File: config.mk
export PLATFORM = sky130hd
export DESIGN_NAME = top_pcs
export DESIGN_NICKNAME = d
export VERILOG_FILES = /design/src/gx_pkg.sv /design/src/pcs_pkg.sv /design/src/top_pcs.sv /design/src/pcs_tx_encode.sv /design/src/pcs_loopback.sv /design/src/pcs_rx_decode.sv /design/src/gx_reset_seq.sv
export SDC_FILE = /design/constraint.sdc
export NUM_CORES = 1
export LEC_CHECK = 0
export BUFFER_PORTS_ARGS = -buffer_cell sky130_fd_sc_hd__buf_2
export CAP_MARGIN = 20
export CORE_UTILIZATION = 40
export DETAILED_ROUTE_END_ITERATION = 8
export GPL_ROUTABILITY_DRIVEN = 0
export PLACE_DENSITY = 0.6
export SYNTH_ARGS = -nofsm -noshare
export SYNTH_HDL_FRONTEND = slang
export SYNTH_SLANG_ARGS = --single-unit
File: constraint.sdc
create_clock -name clk_50m -period 2.85 [get_ports clk_50m]
set_clock_uncertainty 0.15 [all_clocks]
set_input_delay 0.57 -clock clk_50m [delete_from_list [all_inputs] [get_ports clk_50m]]
set_output_delay 0.57 -clock clk_50m [all_outputs]
set_load 0.005 [all_outputs]
File: src/gx_pkg.sv
// transceiver reset control bundle and reset sequencer states, imported by the reset logic
package gx_pkg;

	// one bit per reset line of the transceiver, all active high
	typedef struct packed {
		logic pll_powerdown;
		logic tx_analogreset;
		logic tx_digitalreset;
		logic rx_analogreset;
		logic rx_digitalreset;
	} gx_rst_t;

	// sequencer walks these in order, lock loss jumps back
	typedef enum logic [2:0] {
		ST_PLL_PD,         // pll held in power down for a fixed time
		ST_WAIT_PLL,       // waiting for pll lock and tx calibration
		ST_TX_RELEASE,     // tx resets just released
		ST_WAIT_RXLOCK,    // rx resets held until rx calibration settles
		ST_RX_ANA_RELEASE, // rx analog released, waiting for cdr lock
		ST_RX_DIG_RELEASE, // rx digital just released
		ST_READY
	} gx_rst_state_e;

endpackage

File: src/pcs_pkg.sv
// 66-bit block and decoded word types for the PCS data path, imported by the decode, loopback and encode stages
package pcs_pkg;

	typedef enum logic [1:0] {
		HDR_DATA = 2'b01,
		HDR_CTRL = 2'b10
	} pcs_hdr_e;

	// control block types, the terminate digit is the data byte count before it
	typedef enum logic [7:0] {
		BT_IDLE  = 8'h1e, // idle and error blocks share this type
		BT_START = 8'h78,
		BT_TERM0 = 8'h87,
		BT_TERM1 = 8'h99,
		BT_TERM2 = 8'haa,
		BT_TERM3 = 8'hb4,
		BT_TERM4 = 8'hcc,
		BT_TERM5 = 8'hd2,
		BT_TERM6 = 8'he1,
		BT_TERM7 = 8'hff
	} pcs_btype_e;

	typedef struct packed {
		logic [1:0]  hdr;     // raw sync header, may hold an invalid value
		logic [63:0] payload; // byte 0 is the block type in a control block
	} pcs_block_t;

	typedef struct packed {
		logic        ctrl;
		logic        idle;
		logic        start;
		logic        term;
		logic        err;
		logic [63:0] data; // byte 0 first
		logic [7:0]  keep;
	} pcs_word_t;

	localparam logic [6:0] IDLE_CODE = 7'h00;
	localparam logic [6:0] ERR_CODE  = 7'h1e;

	localparam pcs_word_t IDLE_WORD = '{ctrl: 1'b1, idle: 1'b1, start: 1'b0, term: 1'b0,
		err: 1'b0, data: 64'h0, keep: 8'h00};
	localparam pcs_word_t ERR_WORD = '{ctrl: 1'b1, idle: 1'b0, start: 1'b0, term: 1'b0,
		err: 1'b1, data: 64'h0, keep: 8'h00};

	localparam pcs_block_t IDLE_BLOCK = '{hdr: HDR_CTRL, payload: {{8{IDLE_CODE}}, BT_IDLE}};
	localparam pcs_block_t ERR_BLOCK  = '{hdr: HDR_CTRL, payload: {{8{ERR_CODE}}, BT_IDLE}};

	// terminate block type for a given number of leading data bytes
	function automatic pcs_btype_e term_btype(input logic [3:0] len);
		case (len)
			4'd0:    return BT_TERM0;
			4'd1:    return BT_TERM1;
			4'd2:    return BT_TERM2;
			4'd3:    return BT_TERM3;
			4'd4:    return BT_TERM4;
			4'd5:    return BT_TERM5;
			4'd6:    return BT_TERM6;
			default: return BT_TERM7;
		endcase
	endfunction

endpackage
File: src/top_pcs.sv
// single-lane pcs loopback top joining the transceiver reset sequencer and the block data path
module top_pcs #(
	parameter int PLL_PD_CYCLES = 8,
	parameter int SETTLE_CYCLES = 4
)(
	input  logic                clk_50m,
	input  logic                reset_i,
	input  logic                pll_locked_i,
	input  logic                tx_cal_busy_i,
	input  logic                rx_cal_busy_i,
	input  logic                rx_is_lockedtodata_i,
	input  pcs_pkg::pcs_block_t rx_par_data_i,
	output gx_pkg::gx_rst_t     gx_rst_o,
	output logic                tx_ready_o,
	output logic                rx_ready_o,
	output pcs_pkg::pcs_block_t tx_par_data_o
);
	import pcs_pkg::*;

	logic      link_ready; // tx and rx both out of reset
	pcs_word_t rx_word;
	pcs_word_t tx_word;

	gx_reset_seq #(
		.PLL_PD_CYCLES(PLL_PD_CYCLES),
		.SETTLE_CYCLES(SETTLE_CYCLES)
	) m_gx_reset_seq (
		.clk_50m             (clk_50m),
		.reset_i             (reset_i),
		.pll_locked_i        (pll_locked_i),
		.tx_cal_busy_i       (tx_cal_busy_i),
		.rx_cal_busy_i       (rx_cal_busy_i),
		.rx_is_lockedtodata_i(rx_is_lockedtodata_i),
		.gx_rst_o            (gx_rst_o),
		.tx_ready_o          (tx_ready_o),
		.rx_ready_o          (rx_ready_o),
		.link_ready_o        (link_ready)
	);

	pcs_rx_decode m_pcs_rx_decode (
		.clk_50m   (clk_50m),
		.reset_i   (reset_i),
		.rx_block_i(rx_par_data_i),
		.rx_word_o (rx_word)
	);

	pcs_loopback m_pcs_loopback (
		.clk_50m     (clk_50m),
		.reset_i     (reset_i),
		.link_ready_i(link_ready),
		.rx_word_i   (rx_word),
		.tx_word_o   (tx_word)
	);

	pcs_tx_encode m_pcs_tx_encode (
		.clk_50m   (clk_50m),
		.reset_i   (reset_i),
		.tx_word_i (tx_word),
		.tx_block_o(tx_par_data_o)
	);

endmodule

File: src/pcs_tx_encode.sv
// transmit block encoder rebuilding registered 66-bit blocks from pcs words, used by top_pcs
module pcs_tx_encode (
	input  logic                clk_50m,
	input  logic                reset_i,
	input  pcs_pkg::pcs_word_t  tx_word_i,
	output pcs_pkg::pcs_block_t tx_block_o
);
	import pcs_pkg::*;

	logic [3:0]  term_len;
	logic [55:0] term_tail;
	pcs_block_t  block_d;

	// keep is contiguous from byte 0, so its weight is the terminate position
	always_comb begin
		term_len  = 4'($countones(tx_word_i.keep));
		term_tail = '0;
		for (int i = 0; i < 7; i++) begin
			if (tx_word_i.keep[i])
				term_tail[8*i +: 8] = tx_word_i.data[8*i +: 8];
			else
				term_tail[8*i +: 8] = {1'b0, IDLE_CODE};
		end
	end

	always_comb begin
		block_d = ERR_BLOCK; // err and unknown control words
		if (!tx_word_i.ctrl) begin
			block_d.hdr     = HDR_DATA;
			block_d.payload = tx_word_i.data;
		end else if (tx_word_i.err) begin
			block_d = ERR_BLOCK;
		end else if (tx_word_i.idle) begin
			block_d = IDLE_BLOCK;
		end else if (tx_word_i.start) begin
			block_d.hdr     = HDR_CTRL;
			block_d.payload = {tx_word_i.data[63:8], BT_START};
		end else if (tx_word_i.term) begin
			block_d.hdr     = HDR_CTRL;
			block_d.payload = {term_tail, term_btype(term_len)};
		end
	end

	always_ff @(posedge clk_50m) begin
		if (reset_i)
			tx_block_o <= IDLE_BLOCK;
		else
			tx_block_o <= block_d;
	end

endmodule

File: src/pcs_loopback.sv
// loopback stage forwarding rx words to tx with frame order checks, used by top_pcs
module pcs_loopback (
	input  logic               clk_50m,
	input  logic               reset_i,
	input  logic               link_ready_i,
	input  pcs_pkg::pcs_word_t rx_word_i,
	output pcs_pkg::pcs_word_t tx_word_o
);
	import pcs_pkg::*;

	typedef enum logic {
		FR_IDLE,
		FR_IN_FRAME
	} frame_state_e;

	frame_state_e frame_q;
	frame_state_e frame_d;
	pcs_word_t    word_d;

	always_comb begin
		word_d  = rx_word_i;
		frame_d = frame_q;
		if (!link_ready_i) begin
			word_d  = IDLE_WORD; // input discarded while the link is down
			frame_d = FR_IDLE;
		end else if (rx_word_i.err) begin
			frame_d = FR_IDLE; // error aborts any open frame
		end else if (frame_q == FR_IN_FRAME) begin
			if (rx_word_i.start || rx_word_i.idle) begin
				word_d  = ERR_WORD;
				frame_d = FR_IDLE;
			end else if (rx_word_i.term) begin
				frame_d = FR_IDLE;
			end
		end else begin
			if (rx_word_i.start)
				frame_d = FR_IN_FRAME;
			else if (rx_word_i.term || !rx_word_i.ctrl)
				word_d = ERR_WORD; // term or data with no frame open
		end
	end

	always_ff @(posedge clk_50m) begin
		if (reset_i) begin
			frame_q   <= FR_IDLE;
			tx_word_o <= IDLE_WORD;
		end else begin
			frame_q   <= frame_d;
			tx_word_o <= word_d;
		end
	end

endmodule

File: src/pcs_rx_decode.sv
// receive block decoder turning each 66-bit block into a registered pcs word, used by top_pcs
module pcs_rx_decode (
	input  logic                clk_50m,
	input  logic                reset_i,
	input  pcs_pkg::pcs_block_t rx_block_i,
	output pcs_pkg::pcs_word_t  rx_word_o
);
	import pcs_pkg::*;

	logic [7:0]  btype;
	logic [55:0] tail;      // payload after the type byte
	logic        is_term;
	logic [2:0]  term_len;
	logic        trail_ok;  // bytes past the terminate are idle codes
	logic [55:0] term_data;
	logic [7:0]  term_keep;
	pcs_word_t   word_d;

	assign btype = rx_block_i.payload[7:0];
	assign tail  = rx_block_i.payload[63:8];

	// match the type byte against every terminate length
	always_comb begin
		is_term   = 1'b0;
		term_len  = 3'd0;
		trail_ok  = 1'b1;
		term_data = '0;
		for (int n = 0; n < 8; n++) begin
			if (btype == term_btype(4'(n))) begin
				is_term  = 1'b1;
				term_len = 3'(n);
			end
		end
		for (int i = 0; i < 7; i++) begin
			if (i < term_len)
				term_data[8*i +: 8] = tail[8*i +: 8];
			else if (tail[8*i +: 8] != {1'b0, IDLE_CODE})
				trail_ok = 1'b0;
		end
		term_keep = (8'h01 << term_len) - 8'h01;
	end

	always_comb begin
		word_d = ERR_WORD; // bad header, type or code
		if (rx_block_i.hdr == HDR_DATA) begin
			word_d      = '0;
			word_d.data = rx_block_i.payload;
			word_d.keep = 8'hff;
		end else if (rx_block_i.hdr == HDR_CTRL) begin
			if (btype == BT_IDLE && tail == {8{IDLE_CODE}}) begin
				word_d = IDLE_WORD;
			end else if (btype == BT_START) begin
				word_d       = '0;
				word_d.ctrl  = 1'b1;
				word_d.start = 1'b1;
				word_d.data  = {tail, 8'h00}; // lane 0 carries the start
				word_d.keep  = 8'hfe;
			end else if (is_term && trail_ok) begin
				word_d      = '0;
				word_d.ctrl = 1'b1;
				word_d.term = 1'b1;
				word_d.data = {8'h00, term_data};
				word_d.keep = term_keep;
			end
		end
	end

	always_ff @(posedge clk_50m) begin
		if (reset_i)
			rx_word_o <= IDLE_WORD;
		else
			rx_word_o <= word_d;
	end

endmodule

File: src/gx_reset_seq.sv
// transceiver reset sequencer stepping pll, tx and rx resets in order, instantiated by top_pcs
module gx_reset_seq #(
	parameter int PLL_PD_CYCLES = 8,
	parameter int SETTLE_CYCLES = 4
)(
	input  logic            clk_50m,
	input  logic            reset_i,
	input  logic            pll_locked_i,
	input  logic            tx_cal_busy_i,
	input  logic            rx_cal_busy_i,
	input  logic            rx_is_lockedtodata_i,
	output gx_pkg::gx_rst_t gx_rst_o,
	output logic            tx_ready_o,
	output logic            rx_ready_o,
	output logic            link_ready_o
);
	import gx_pkg::*;

	localparam int CNT_MAX = (PLL_PD_CYCLES > SETTLE_CYCLES) ? PLL_PD_CYCLES : SETTLE_CYCLES;
	localparam int CNT_W = $clog2(CNT_MAX + 1);
	localparam logic [CNT_W-1:0] PD_LAST     = CNT_W'(PLL_PD_CYCLES - 1);
	localparam logic [CNT_W-1:0] SETTLE_LAST = CNT_W'(SETTLE_CYCLES - 1);

	gx_rst_state_e    state_q;
	gx_rst_state_e    state_d;
	logic [CNT_W-1:0] cnt_q; // shared by power down and settle waits
	logic             cnt_en;
	logic             tx_ok;
	logic             rx_ok;
	logic             tx_held;

	assign tx_ok = pll_locked_i & ~tx_cal_busy_i;
	assign rx_ok = rx_is_lockedtodata_i & ~rx_cal_busy_i;

	always_comb begin
		state_d = state_q;
		cnt_en  = 1'b0;
		case (state_q)
			ST_PLL_PD: begin
				cnt_en = 1'b1;
				if (cnt_q == PD_LAST)
					state_d = ST_WAIT_PLL;
			end
			ST_WAIT_PLL: begin
				cnt_en = tx_ok; // restart the settle time on any glitch
				if (tx_ok && cnt_q == SETTLE_LAST)
					state_d = ST_TX_RELEASE;
			end
			ST_TX_RELEASE:
				state_d = ST_WAIT_RXLOCK;
			ST_WAIT_RXLOCK: begin
				cnt_en = ~rx_cal_busy_i;
				if (!rx_cal_busy_i && cnt_q == SETTLE_LAST)
					state_d = ST_RX_ANA_RELEASE;
			end
			ST_RX_ANA_RELEASE: begin
				cnt_en = rx_ok;
				if (rx_ok && cnt_q == SETTLE_LAST)
					state_d = ST_RX_DIG_RELEASE;
			end
			ST_RX_DIG_RELEASE:
				state_d = rx_is_lockedtodata_i ? ST_READY : ST_WAIT_RXLOCK;
			ST_READY:
				if (!rx_is_lockedtodata_i)
					state_d = ST_WAIT_RXLOCK;
			default:
				state_d = ST_PLL_PD;
		endcase

		// pll loss wins over everything once tx is out of reset
		if (!tx_held && !pll_locked_i)
			state_d = ST_PLL_PD;
	end

	always_ff @(posedge clk_50m) begin
		if (reset_i) begin
			state_q <= ST_PLL_PD;
			cnt_q   <= '0;
		end else begin
			state_q <= state_d;
			cnt_q   <= (state_d != state_q || !cnt_en) ? '0 : cnt_q + 1'b1;
		end
	end

	assign tx_held = (state_q == ST_PLL_PD) || (state_q == ST_WAIT_PLL);

	always_comb begin
		gx_rst_o.pll_powerdown   = (state_q == ST_PLL_PD);
		gx_rst_o.tx_analogreset  = tx_held;
		gx_rst_o.tx_digitalreset = tx_held;
		gx_rst_o.rx_analogreset  = tx_held || (state_q == ST_TX_RELEASE)
			|| (state_q == ST_WAIT_RXLOCK);
		gx_rst_o.rx_digitalreset = (state_q != ST_RX_DIG_RELEASE) && (state_q != ST_READY);
	end

	assign tx_ready_o   = ~tx_held;
	assign rx_ready_o   = (state_q == ST_READY);
	assign link_ready_o = tx_ready_o & rx_ready_o;

endmodule

# Word-level counts from Yosys, hierarchy flattened
# Index checks and enable logic that the tools add are counted.
[classes]
n_addsub = 9
magnitude_cmp = 7
eq_ne = 29
shifts = 1
mux = 72
bitwise = 8
n_reduce_logical = 34
[op_table]
columns = ["operator", "n"]
rows = [
  ["$mux W77", 9],
  ["$mux W66", 4],
  ["$mux W8", 14],
  ["$mux W74", 1],
  ["$eq A8 B8 Y1 const B", 8],
  ["$mux W64", 1],
  ["$logic_not A56 Y1", 1],
  ["$reduce_bool A8 Y1", 7],
  ["$pmux W7 S7", 1],
  ["$mux W3", 11],
  ["$mux W1", 27],
  ["$pmux W3 S7", 1],
  ["$eq A4 B3 Y1 const B", 4],
  ["$add A4 B4 Y4", 3],
  ["$eq A4 B2 Y1 const B", 3],
  ["$eq A3 B3 Y1 const B", 3],
  ["$lt A3 B3 Y1 const A", 3],
  ["$add A1 B1 Y2", 4],
  ["$eq A8 B5 Y1 const B", 1],
  ["$eq A8 B7 Y1 const B", 1],
  ["$shl A1 B3 Y8 const A", 1],
  ["$sub A8 B1 Y8 const B", 1],
  ["$logic_and A1 B1 Y1", 7],
  ["$eq A3 B2 Y1 const B", 2],
  ["21 further kinds", 42],
]
[totals]
regBits = 228
in_bits = 72
output_inout_bits = 73
word_cells = 179

# Depth between registers and ports, before layout
# Gate-level depths: netlist of the first run.
[logic_depth]
ltp_word = 28
depth_mapped = 11
mapped_depth_nobuf = 11

# Modules after synthesis
# Synthesis of the first run repeated with hierarchy kept, for this count alone.
[hier_totals]
cells_unflattened = 968
hier_area_um2 = 9135.0
[modules_own_cells]
columns = ["mod", "instances", "cells_per_inst", "area_per_inst_um2", "seq_area_each_um2"]
rows = [
  ["pcs_rx_decode", 1, 299, 3039.2, 1541.5],
  ["pcs_tx_encode", 1, 332, 3035.4, 1321.3],
  ["pcs_loopback", 1, 266, 2494.9, 1561.5],
  ["gx_reset_seq", 1, 71, 565.5, 140.1],
]

# Worst setup path before layout of the first run
# OpenSTA, ideal clock, no wires.
[synth_timing]
path_kind = "flip-flop to flip-flop"
startpoint = "reg m_pcs_loopback.tx_word_o[4] in the netlist's numbering"
endpoint = "reg m_pcs_tx_encode.tx_block_o[0] in the netlist's numbering"
setup_time_ns = 0.117
arrival_time_ns = 2.675
required_time_ns = 2.583
slack_ns = -0.092
path_stages_with_launch = 12
path_buffers = 0
period_less_slack_ns = 2.942
cell_sequence = "dfxtp_1 > ha_1 > inv_1 > fa_1 > inv_1 > fa_1 > ha_1 > inv_1 > fa_1 > xnor2_1 > nand2_1 > a22o_1"
[synth_via]
elab_chain_len = 10
elab_cells_between_ends = 16
cone_classes = "3 x add/sub; 6 x eq/ne; 6 x mux; 1 x reduce/logical"
[synth_rtl]
columns = ["item", "line_no", "text"]
rows = [
  ["from (decl)", "pcs_loopback.sv:7", "output pcs_pkg::pcs_word_t tx_word_o"],
  ["from (signal assigned)", "pcs_loopback.sv:49", "tx_word_o <= word_d;"],
  ["$add A1 B1 Y2 (not written as such) (*)", "pcs_tx_encode.sv:16", "term_len = 4'($countones(tx_word_i.keep));"],
  ["$add A4 B4 Y4 (not written as such) (*) (2 in series)", "pcs_tx_encode.sv:16", ""],
  ["$eq A4 B3 Y1, or another cell as far along", "pcs_pkg.sv:51", "case (len)"],
  ["$pmux W7 S7 (*)", "pcs_pkg.sv:51", ""],
  ["$mux W64 (*)", "pcs_tx_encode.sv:38", "end else if (tx_word_i.term) begin"],
  ["$mux W66 (*)", "pcs_tx_encode.sv:35", "end else if (tx_word_i.start) begin"],
  ["$mux W66 (*)", "pcs_tx_encode.sv:33", "end else if (tx_word_i.idle) begin"],
  ["$mux W66 (*)", "pcs_tx_encode.sv:31", "end else if (tx_word_i.err) begin"],
  ["$mux W66 (*)", "pcs_tx_encode.sv:28", "if (!tx_word_i.ctrl) begin"],
  ["to (signal assigned)", "pcs_tx_encode.sv:48", "tx_block_o <= block_d;"],
  ["to (decl)", "pcs_tx_encode.sv:6", "output pcs_pkg::pcs_block_t tx_block_o"],
]
# Mark *: on every way between the ends. The rest lies on a longest branch, timed or not.
# A chain may end at the register's enable or synchronous reset.

# Worst setup path after layout of the first run
# Same ends and word-level chain as after synthesis.

==> flow_metrics.tcl, run 1 <==
set metrics [dict create \
    ant_nets 0 \
    peakVddDrop_v 0.000349 \
    synth_compound_area_share_pct 18.4 \
    dieHeight_um 146 \
    vias 6649 \
    clkSinkCount 228 \
    status "complete, but fails checks" \
    hold_viol 0 \
    grt_pass1_vias 6298 \
    synth_xor_area_share_pct 0.635 \
    finalWirelength_um 22300 \
    reg2reg_from "m_pcs_loopback.tx_word_o[4]$_SDFF_PP0_" \
    async_reset_ff_share_pct 0 \
    reg2regPathDepth 11 \
    holdPathEnd "m_pcs_rx_decode.rx_word_o[65]$_SDFF_PP0_" \
    dieArea_sq_mm 0.0213 \
    grt_antenna_before_repair 0 \
    cts.clk_slew.worst_paths_ns 0.06 \
    first_pass_iters 5 \
    syn-instance-count 840 \
    wl_per_cell_um 17.0 \
    rsz0062_at_grt "true" \
    worst_pin_slew_ns 0.875 \
    critPathArrivalTime_ns 3.26 \
    post-cts-setup-buffer-count 0 \
    clock_latency_ns 0.50 \
    rows 52 \
    rrSetupSlack_ns -0.17 \
    pin_count 145 \
    cp_cell_sequence "ha_4, inv_2, fa_1, inv_1, fa_1, ha_2, inv_2, fa_2, xnor2_1, nand2_1, a22o_1" \
    critPathMaxStageDelay_ns 0.60 \
    hold_depth 2 \
    seq_area_frac_synth_pct 55.2 \
    period_minus_slack_ns 3.02 \
    whs_ns 0.167 \
    syn_to_final_growth_pct 27.7 \
    diodes 0 \
    crit_type "register to register" \
    drv_slew 0 \
    ys_warn_count 0 \
    avgSynthCellArea_sq_um 9.84 \
    grt_overflow 0 \
    dieWidth_um 146 \
    cts_made_buffers 24 \
    layout.nets 1105 \
    synth_flop_cell "dfxtp_1" \
    final_common_cell "dfxtp_1" \
    drive_above_1_share_pct 27.1 \
    cp.required_ns 3.09 \
    drc 0 \
    cp_slowest_cell "fa_2" \
    start_util_pct 40.9 \
    start_kind "register" \
    coreArea_sq_mm 0.0202 \
    final_util_pct 52.2 \
    avgViaCountPerCell 5.08 \
    final_cell_mix "dfxtp_1 (223), buf_2 (144), nand2_1 (96)" \
    min_path_type "input port to register" \
    grt_pass1_wl_um 34600 \
    synth_cell_types 66 \
    critPathMaxFanout 4 \
    port_buffers 144 \
    rr_endpoint "m_pcs_tx_encode.tx_block_o[0]$_SDFF_PP0_" \
    synth_fa_ha_area_share_pct 2.15 \
    track_usage_pct 20.5 \
    total_leakage_power_nw 4.65 \
    synth_mux_area_share_pct 0 \
    clockBufferDepth 3 \
    drv_cap 0 \
    p_per_area_mw_per_mm2 634 \
    period_share_pct 106 \
    grt_max_degree 73 \
    setup_slack_ns -0.172 \
    hold_start "rx_par_data_i[57]" \
    synth_simple_gate_area_share_pct 19.6 \
    htreeDepth 1 \
    synth_edf_count 0 \
    ys_seq_elements 228 \
    violations "setup timing" \
    tritoncts "built" \
    synth_fp_nets 923 \
    max_slew_margin_pct 41.2 \
    cp-end-kind "register" \
    syn_area_sq_mm 0.00827 \
    first_iter_violations 513 \
    synth_top_family_by_area "simple AND/OR/NAND/NOR gates" \
    setup_viol 4 \
    max_freq_mhz 331 \
    clock-root-buffer "clkbuf_16" \
    dp.final_hpwl_um 16700 \
]
per-stage QoR:
stage | instance area [sq um] | worst slack, ns | setup TNS, ns | instances | total power [mW]
6_report | 10600 | -0.172 | -0.476 | 1309 | 6.70
3_5_place_dp | 9680 | -0.229 | -8.86 | 1265 | 3.55
4_1_cts | 10500 | -0.150 | -0.444 | 1308 | 6.76
5_1_grt | 10600 | -0.239 | -0.714 | 1309 | 6.93
2_1_floorplan | 8270 | -0.0365 | -0.0663 | 840 | 3.39
3_3_place_gp | 9680 | -0.206 | -8.12 | 1265 | 3.55
metal layers:
metal / GRT usage [%] / wire [um] / vias up
met2: 31.1 / 9880 / 198
met1: 30.1 / 10900 / 3098
li1: - / - / 3330
met4: 5.84 / 344 / 0
met3: 3.04 / 1180 / 23
met5: 0 / 0 / -
critical path: cells and delay by family, from the launching register on:
kind                       cells  cell delay, ns
AOI/OAI and AO/OA              1            0.17
xor gates and xnor gates       1            0.13
adders and majority gates      5            1.92
buffers and inverters          3            0.13
DFF                            1            0.36
and+or+nand+nor                1            0.07
cell usage after synthesis, types with 3 or more instances:
library cell  instances  area, sq um
a22o_1               23          201
a21oi_1              47          235
fa_1                  4         80.1
nand2_1              96          360
a32o_1               24          240
inv_1                29          109
nor2_1               36          135
or4_1                 6         45.0
nor2b_1               7         43.8
nor4_1               16          100
a21boi_0              3         22.5
nor3b_1               6         45.0
ha_1                  7         87.6
nand4_1              11         68.8
buf_1                 8         30.0
o211ai_1              4         30.0
dfxtp_1             228         4560
a22oi_1               9         67.6
o21ai_0              41          205
or2_2                 3         18.8
xor2_1                3         26.3
a211o_1              32          280
nand2b_1              5         31.3
and4_1                3         26.3
o22ai_1               3         18.8
nand3_1               3         15.0
clkbuf_1             41          154
nor4bb_1              3         30.0
nor3_1                9         45.0
and2_1               81          507
xnor2_1               3         26.3
kinds of logic (layout without fill, tap and decap cells):
family	count (synthesis)	after routing
flip-flops	228	228
buffers and inverters	84	283
AND/OR/NAND/NOR	300	300
adder cells (fa/ha/maj)	12	12
XOR/XNOR	6	6
AO/OA/AOI/OAI	210	210
sequential cells by signal, indices dropped and copies added (netlist names):
| register | cells |
|---|---|
| m_gx_reset_seq.state_q | 3 |
| m_pcs_rx_decode.rx_word_o | 77 |
| m_pcs_loopback.frame_q | 1 |
| m_pcs_loopback.tx_word_o | 77 |
| m_pcs_tx_encode.tx_block_o | 66 |
| m_gx_reset_seq.cnt_q | 4 |
how the worst max path moves through the flow:
stage | from | endpoint | depth (start not counted)
after global placement | rx_par_data_i[29] | m_pcs_rx_decode.rx_word_o[48]$_SDFF_PP0_ | 8
after CTS | m_pcs_loopback.tx_word_o[4]$_SDFF_PP0_ | m_pcs_tx_encode.tx_block_o[0]$_SDFF_PP0_ | 11
after global routing | m_pcs_loopback.tx_word_o[4]$_SDFF_PP0_ | m_pcs_tx_encode.tx_block_o[0]$_SDFF_PP0_ | 11
after detailed placement | rx_par_data_i[29] | m_pcs_rx_decode.rx_word_o[53]$_SDFF_PP0_ | 8
after floorplan | m_pcs_loopback.tx_word_o[4]$_SDFF_PP0_ | m_pcs_tx_encode.tx_block_o[0]$_SDFF_PP0_ | 11
final | m_pcs_loopback.tx_word_o[4]$_SDFF_PP0_ | m_pcs_tx_encode.tx_block_o[0]$_SDFF_PP0_ | 11
what timing repair did:
item                                    4_1_cts  5_1_grt
endpoints found under the setup margin        4        6
gates resized for setup                       1       12
cloned                                        0        0
hold buffers                                  0        0
pin swaps                                     1        2
layout make-up:
class / count / area (sq um)
Clock buffer: 33 / 706
Clock inverter: 10 / 136
Fill cell: 1895 / 9680
Inverter: 29 / 109
Multi-Input combinational cell: 528 / 3420
Sequential cell: 228 / 4570
Tap cell: 270 / 338
Timing Repair Buffer: 211 / 1280
power breakdown:
group / internal [mW] / switching, mW / leakage [nW]
Clock: 2.00 / 1.21 / 0.407
Sequential: 3.22 / 0.0150 / 1.85
Combinational: 0.111 / 0.139 / 2.39
Total: 5.34 / 1.36 / 4.65
(Power assumes the default switching activity.)
==> run 2, diff against run 1 <==
--- a/config.mk
+++ b/config.mk
@@ -7,10 +7,10 @@
 export LEC_CHECK = 0
 export BUFFER_PORTS_ARGS = -buffer_cell sky130_fd_sc_hd__buf_2
 export CAP_MARGIN = 20
-export CORE_UTILIZATION = 40
+export CORE_UTILIZATION = 50
 export DETAILED_ROUTE_END_ITERATION = 8
 export GPL_ROUTABILITY_DRIVEN = 0
-export PLACE_DENSITY = 0.6
+export PLACE_DENSITY = 0.72
 export SYNTH_ARGS = -nofsm -noshare
 export SYNTH_HDL_FRONTEND = slang
 export SYNTH_SLANG_ARGS = --single-unit
==> run 2 against run 1 <==
The flow still finishes with violations (setup timing); hold slack worse by 0.0079 ns; critical path type unchanged; power is 1.8% lower; combinational power barely moved; first-iteration DRC count up 4.3%; clock power decreased by 4%; worst setup slack worse by 0.035 ns; core utilization up 13 points; routed wire length shrank 2.7%; highest routed layer unchanged; sequential power hardly changed; maximum frequency fell by 1.1%.
==> flow_metrics.tcl, run 2 (same netlist as run 1, synthesis figures left out) <==
set metrics [dict create \
    critPathMaxStageDelay_ns 0.59 \
    cp.depth 11 \
    crit_path_start "m_pcs_loopback.tx_word_o[4]$_SDFF_PP0_" \
    n_fill_cell 1327 \
    grt_pass1_wl_um 33800 \
    final_cell_mix "dfxtp_1 (223), buf_2 (144), nand2_1 (96)" \
    grt_max_degree 73 \
    max_slew_margin_pct 43.3 \
    reg2reg_from "m_pcs_loopback.tx_word_o[4]$_SDFF_PP0_" \
    cts_made_buffers 23 \
    whs_ns 0.159 \
    crit_type "register to register" \
    drc 0 \
    cp.buffers_inverters 3 \
    grt_overflow 0 \
    final_util_pct 65.6 \
    critPathArrivalTime_ns 3.29 \
    cp-end-kind "register" \
    first_iter_violations 535 \
    min_path_type "input port to register" \
    pin_count 145 \
    syn_to_final_growth_pct 26.9 \
    max_freq_mhz 327 \
    cp_slowest_cell "fa_2" \
    crit_family "adder cells" \
    track_usage_pct 25.7 \
    wl_per_cell_um 17.2 \
    diodes 0 \
    hold_viol 0 \
    critPathMaxFanout 4 \
    start_kind "register" \
    clock-root-buffer "clkbuf_16" \
    dieArea_sq_mm 0.0171 \
    setup_viol 4 \
    violations "setup timing" \
    final_area_sq_mm 0.0105 \
    cp.required_ns 3.08 \
    vias 6870 \
    port_buffers 144 \
    placed_cell_area_sq_mm 0.00964 \
    totalPowerFinal_mw 6.58 \
    clockBufferDepth 3 \
    drv_cap 0 \
    rows 46 \
    total_leakage_power_nw 4.67 \
    dieWidth_um 131 \
    clock_latency_ns 0.50 \
    reg_top3 "m_pcs_loopback.tx_word_o x77, m_pcs_rx_decode.rx_word_o x77, m_pcs_tx_encode.tx_block_o x66" \
    start_util_pct 51.7 \
    setup_slack_ns -0.207 \
    ant_nets 0 \
    period_share_pct 107 \
    drive_above_1_share_pct 27.4 \
    cts.clk_slew.worst_paths_ns 0.06 \
    layout.nets 1111 \
    grt_antenna_before_repair 0 \
    drv_slew 0 \
    first_pass_iters 5 \
    dp.final_hpwl_um 15700 \
    rsz0062_at_grt "true" \
    coreArea_sq_mm 0.0160 \
    tritoncts "built" \
    status "complete, but fails checks" \
    reg2regPathDepth 11 \
    finalWirelength_um 21700 \
    p_per_area_mw_per_mm2 627 \
    worst_pin_slew_ns 0.844 \
    clkSinkCount 228 \
    final_common_cell "dfxtp_1" \
    hold_depth 2 \
    avgViaCountPerCell 5.45 \
    htreeDepth 1 \
    cp_cell_sequence "ha_4, inv_2, fa_1, inv_1, fa_1, ha_2, inv_2, fa_2, xnor2_1, nand2_1, a22o_1" \
    period_minus_slack_ns 3.06 \
    hold_start "rx_par_data_i[62]" \
    peakVddDrop_v 0.000418 \
    grt_pass1_vias 6391 \
    dieHeight_um 131 \
]
==> run 2: timing repair <==
| item | in CTS | in global routing |
|---|---|---|
| hold buffers | 0 | 0 |
| hold endpoints to repair | 0 | 0 |
| cloned | 0 | 0 |
| gates resized for setup | 4 | 11 |
| buffers inserted | 2 | 1 |
| endpoints found under the setup margin | 4 | 4 |
| pin swaps | 3 | 3 |
==> run 2: area by class of cell <==
type	instances	area [sq um]	share of cell area [%]
clock buffers	34	687	6.54
clock inverters	7	110	1.05
inverters	29	109	1.04
multi-input cells	528	3420	32.6
flip-flops and latches	228	4570	43.5
well taps	216	270	2.57
repair buffers	218	1330	12.7
==> run 2: layer usage <==
layer	share of wire [%]	global-route usage, %	routed length [um]	vias to the layer above
li1	-	-	-	3336
met1	46	37.2	10000	3201
met2	44	39.7	9650	302
met3	7.5	4.48	1620	31
met4	1.9	6.56	408	0
met5	0	0	0	-
==> run 2: worst paths after layout <==
check / endpoint / slack, ns
hold reg to reg: m_pcs_loopback.tx_word_o[70]$_SDFF_PP0_ / 0.27
hold / removal: m_pcs_rx_decode.rx_word_o[70]$_SDFF_PP0_ / 0.16
setup reg to reg: m_pcs_tx_encode.tx_block_o[0]$_SDFF_PP0_ / -0.21
setup / recovery: m_pcs_tx_encode.tx_block_o[0]$_SDFF_PP0_ / -0.21
==> run 2: per-stage QoR <==
stage	TNS, ns	setup slack (ns)	instances
floorplan	-0.0663	-0.0365	840
global placement	-12.39	-0.251	1216
detailed placement	-13.48	-0.278	1216
CTS	-0.797	-0.241	1259
global route	-0.974	-0.279	1260
finish	-0.667	-0.207	1260
==> run 2: power by group <==
part	total, mW	switching, mW	leakage, nW	internal [mW]
Clock	3.09	1.16	0.397	1.93
Combinational	0.251	0.141	2.43	0.111
Sequential	3.24	0.0154	1.85	3.22
Total	6.58	1.31	4.67	5.27
==> run 2: worst register-to-register path: cells and delay by family, from the launching register on <==
kind	cells	cell delay, ns
simple gates	1	0.08
compound gates	1	0.19
xor+xnor	1	0.13
flops	1	0.35
buf+inv	3	0.13
fa+ha+maj	5	1.90
==> run 3, diff against run 2 <==
--- a/config.mk
+++ b/config.mk
@@ -7,10 +7,11 @@
 export LEC_CHECK = 0
 export BUFFER_PORTS_ARGS = -buffer_cell sky130_fd_sc_hd__buf_2
 export CAP_MARGIN = 20
-export CORE_UTILIZATION = 50
+export CORE_UTILIZATION = 51
 export DETAILED_ROUTE_END_ITERATION = 8
 export GPL_ROUTABILITY_DRIVEN = 0
-export PLACE_DENSITY = 0.72
+export PLACE_DENSITY = 0.73
 export SYNTH_ARGS = -nofsm -noshare
 export SYNTH_HDL_FRONTEND = slang
+export SYNTH_HIERARCHICAL = 1
 export SYNTH_SLANG_ARGS = --single-unit
==> run 3 against run 2 <==
The flow now finishes without violations; count of clock-buffer cells in the layout is 4 lower; cell area is 6.3% higher; via count up 11%; synthesized cell count increased by 15%; critical path type unchanged; largest power group unchanged; highest routed layer unchanged.
==> flow_metrics.tcl, run 3 <==
set metrics [dict create \
    clock_latency_ns 0.50 \
    finalWirelength_um 22600 \
    clock-root-buffer "clkbuf_16" \
    setup_tns_ns 0 \
    drv_slew 0 \
    fin_cells 1363 \
    start_util_pct 52.4 \
    setup_viol 0 \
    cp.required_ns 3.09 \
    dieArea_sq_mm 0.0185 \
    layout.nets 1204 \
    crit_type "register to register" \
    syn-instance-count 968 \
    rows 48 \
    whs_ns 0.160 \
    tritoncts "built" \
    holdPathEnd "m_pcs_rx_decode/rx_word_o[67]$_SDFF_PP0_" \
    synth_area_leader_cell "dfxtp_1" \
    dp.final_hpwl_um 16600 \
    totalPowerFinal_mw 6.68 \
    track_usage_pct 24.1 \
    yosysTopAreaCellShare_pct 50.0 \
    cp-end-kind "register" \
    synth_cell_types 73 \
    first_pass_iters 7 \
    syn_to_final_growth_pct 22.1 \
    htreeDepth 1 \
    dieWidth_um 136 \
    synth_fp_nets 1048 \
    place_ws_ns -0.160 \
    critPathArrivalTime_ns 3.04 \
    rsz0062_at_grt "true" \
    first_iter_violations 647 \
    worst_pin_slew_ns 0.870 \
    n_fill_cell 1436 \
    peakVddDrop_v 0.000390 \
    ys_warn_count 6 \
    period_minus_slack_ns 2.80 \
    avgSynthCellArea_sq_um 9.44 \
    coreArea_sq_mm 0.0174 \
    avgViaCountPerCell 5.60 \
    syn_area_sq_mm 0.00914 \
    pin_count 145 \
    p_per_area_mw_per_mm2 599 \
    drive_above_1_share_pct 26.4 \
    diodes 0 \
    reg_top3 "m_pcs_loopback/tx_word_o x77, m_pcs_rx_decode/rx_word_o x77, m_pcs_tx_encode/tx_block_o x66" \
    dpl.cell_count 1322 \
    drv_cap 0 \
    critPathMaxFanout 3 \
    grt_overflow 0 \
    wl_per_cell_um 16.6 \
    hold_start "rx_par_data_i[59]" \
    max_slew_margin_pct 41.8 \
    yosys-top-cells-count "dfxtp_1 (228), nand2_1 (158), nor3_1 (76)" \
    final_cell_mix "dfxtp_1 (227), nand2_1 (158), buf_2 (144)" \
    synth_flop_cell "dfxtp_1" \
    cts.hold.buffers_added 0 \
    status "finished clean" \
    hold_depth 2 \
    synth_most_common_cell "dfxtp_1" \
    port_buffers 144 \
    rr_endpoint "m_pcs_tx_encode/tx_block_o[0]$_SDFF_PP0_" \
    grt_pass1_wl_um 35000 \
    setup_slack_ns 0.0534 \
    hold_viol 0 \
    reg2regPathDepth 8 \
    period_share_pct 98.1 \
    reg2reg_from "m_pcs_loopback/tx_word_o[7]$_SDFF_PP0_" \
    min_path_type "input port to register" \
    final_common_cell "dfxtp_1" \
    ant_nets 0 \
    seq_area_frac_synth_pct 50.0 \
    grt_antenna_before_repair 0 \
    synth_area_leaders "dfxtp_1 (50%), nand2_1 (6.5%), nor3_1 (4.2%), a221o_1 (3.9%), a22o_1 (3.9%)" \
    rrSetupSlack_ns 0.05 \
    max_freq_mhz 358 \
    clockBufferDepth 3 \
    grt_pass1_vias 6680 \
    total_leakage_power_nw 4.51 \
    dieHeight_um 136 \
    grt_max_degree 75 \
    async_reset_ff_share_pct 0 \
    ys_seq_elements 228 \
    clkSinkCount 228 \
    start_kind "register" \
    cts.clk_slew.worst_paths_ns 0.06 \
    cts_made_buffers 23 \
    vias 7629 \
    drc 0 \
    synth_edf_count 0 \
]
run 3: changes by cell type in the layout (fill, tap and decap cells not counted), moves of 27 or more:
| cell | delta |
|---|---|
| and2_1 | -73 |
| nor3_1 | +67 |
| nand2_1 | +62 |
| a211oi_1 | +35 |
| a221o_1 | +35 |
| a21oi_1 | -34 |
| a211o_1 | -31 |
| o21ai_0 | -27 |
run 3: worst max path at each step:
stage | startpoint | endpoint | slack, ns | depth (start not counted)
floorplan | m_pcs_loopback/tx_word_o[4]$_SDFF_PP0_ | m_pcs_tx_encode/tx_block_o[0]$_SDFF_PP0_ | 0.03 | 8
global placement | rx_par_data_i[60] | m_pcs_rx_decode/rx_word_o[37]$_SDFF_PP0_ | -0.14 | 10
detailed placement | rx_par_data_i[60] | m_pcs_rx_decode/rx_word_o[29]$_SDFF_PP0_ | -0.16 | 11
CTS | m_pcs_loopback/tx_word_o[4]$_SDFF_PP0_ | m_pcs_tx_encode/tx_block_o[0]$_SDFF_PP0_ | 0.001 | 8
global route | m_pcs_loopback/tx_word_o[7]$_SDFF_PP0_ | m_pcs_tx_encode/tx_block_o[0]$_SDFF_PP0_ | -0.03 | 8
finish | m_pcs_loopback/tx_word_o[7]$_SDFF_PP0_ | m_pcs_tx_encode/tx_block_o[0]$_SDFF_PP0_ | 0.05 | 8
run 3: cell type report:
| class | count | area [sq um] | area share (%) |
|---|---|---|---|
| clock inverter | 9 | 180 | 1.61 |
| multi-input combinational | 609 | 3990 | 35.8 |
| sequential | 228 | 4570 | 40.9 |
| tap | 225 | 282 | 2.52 |
| clock buffer | 30 | 632 | 5.66 |
| timing repair buffer | 213 | 1320 | 11.8 |
| inverter | 49 | 184 | 1.65 |
run 3: layer usage:
metal  up-vias  routed length [um]  track usage, %
met1      3518               10900            36.5
met3        32                1640            2.98
met2       295                9700            35.7
li1       3784                   -               -
met5         -                   0               0
met4         0                 386            6.43
run 3: metrics by stage:
step	util, %	area [sq um]
2_1_floorplan	-	9140
5_1_grt	64.1	11200
3_5_place_dp	59.1	10300
6_report	64.1	11200
4_1_cts	63.8	11100
3_3_place_gp	59.1	10300
run 3: cell families after synthesis:
group | synth area share [%]
AND/OR/NAND/NOR | 21.4
XOR/XNOR | 0.918
AO/OA/AOI/OAI | 19.3
buffers and inverters | 6.94
adder cells (fa/ha/maj) | 1.42
flip-flops | 50.0
run 3: power breakdown:
part / internal, mW / total (mW) / switching [mW]
Combinational: 0.120 / 0.265 / 0.145
Sequential: 3.22 / 3.24 / 0.0191
Clock: 2.01 / 3.18 / 1.16
Total: 5.36 / 6.68 / 1.33
run 3: what timing repair did:
action	4_1_cts	5_1_grt
pin swaps	1	3
gates cloned	0	0
setup endpoints to repair	1	2
buffers inserted	0	1
endpoints found under the hold margin	0	0
resized for setup	1	4
run 3: worst max-delay path, stage by stage, from the launching register on:
cell and delay (ns):
dfxtp_1 0.31, fa_1 0.57, ha_4 0.21, fa_2 0.35
inv_2 0.07, fa_1 0.46, xnor3_1 0.24, a21o_1 0.17
a22o_1 0.17
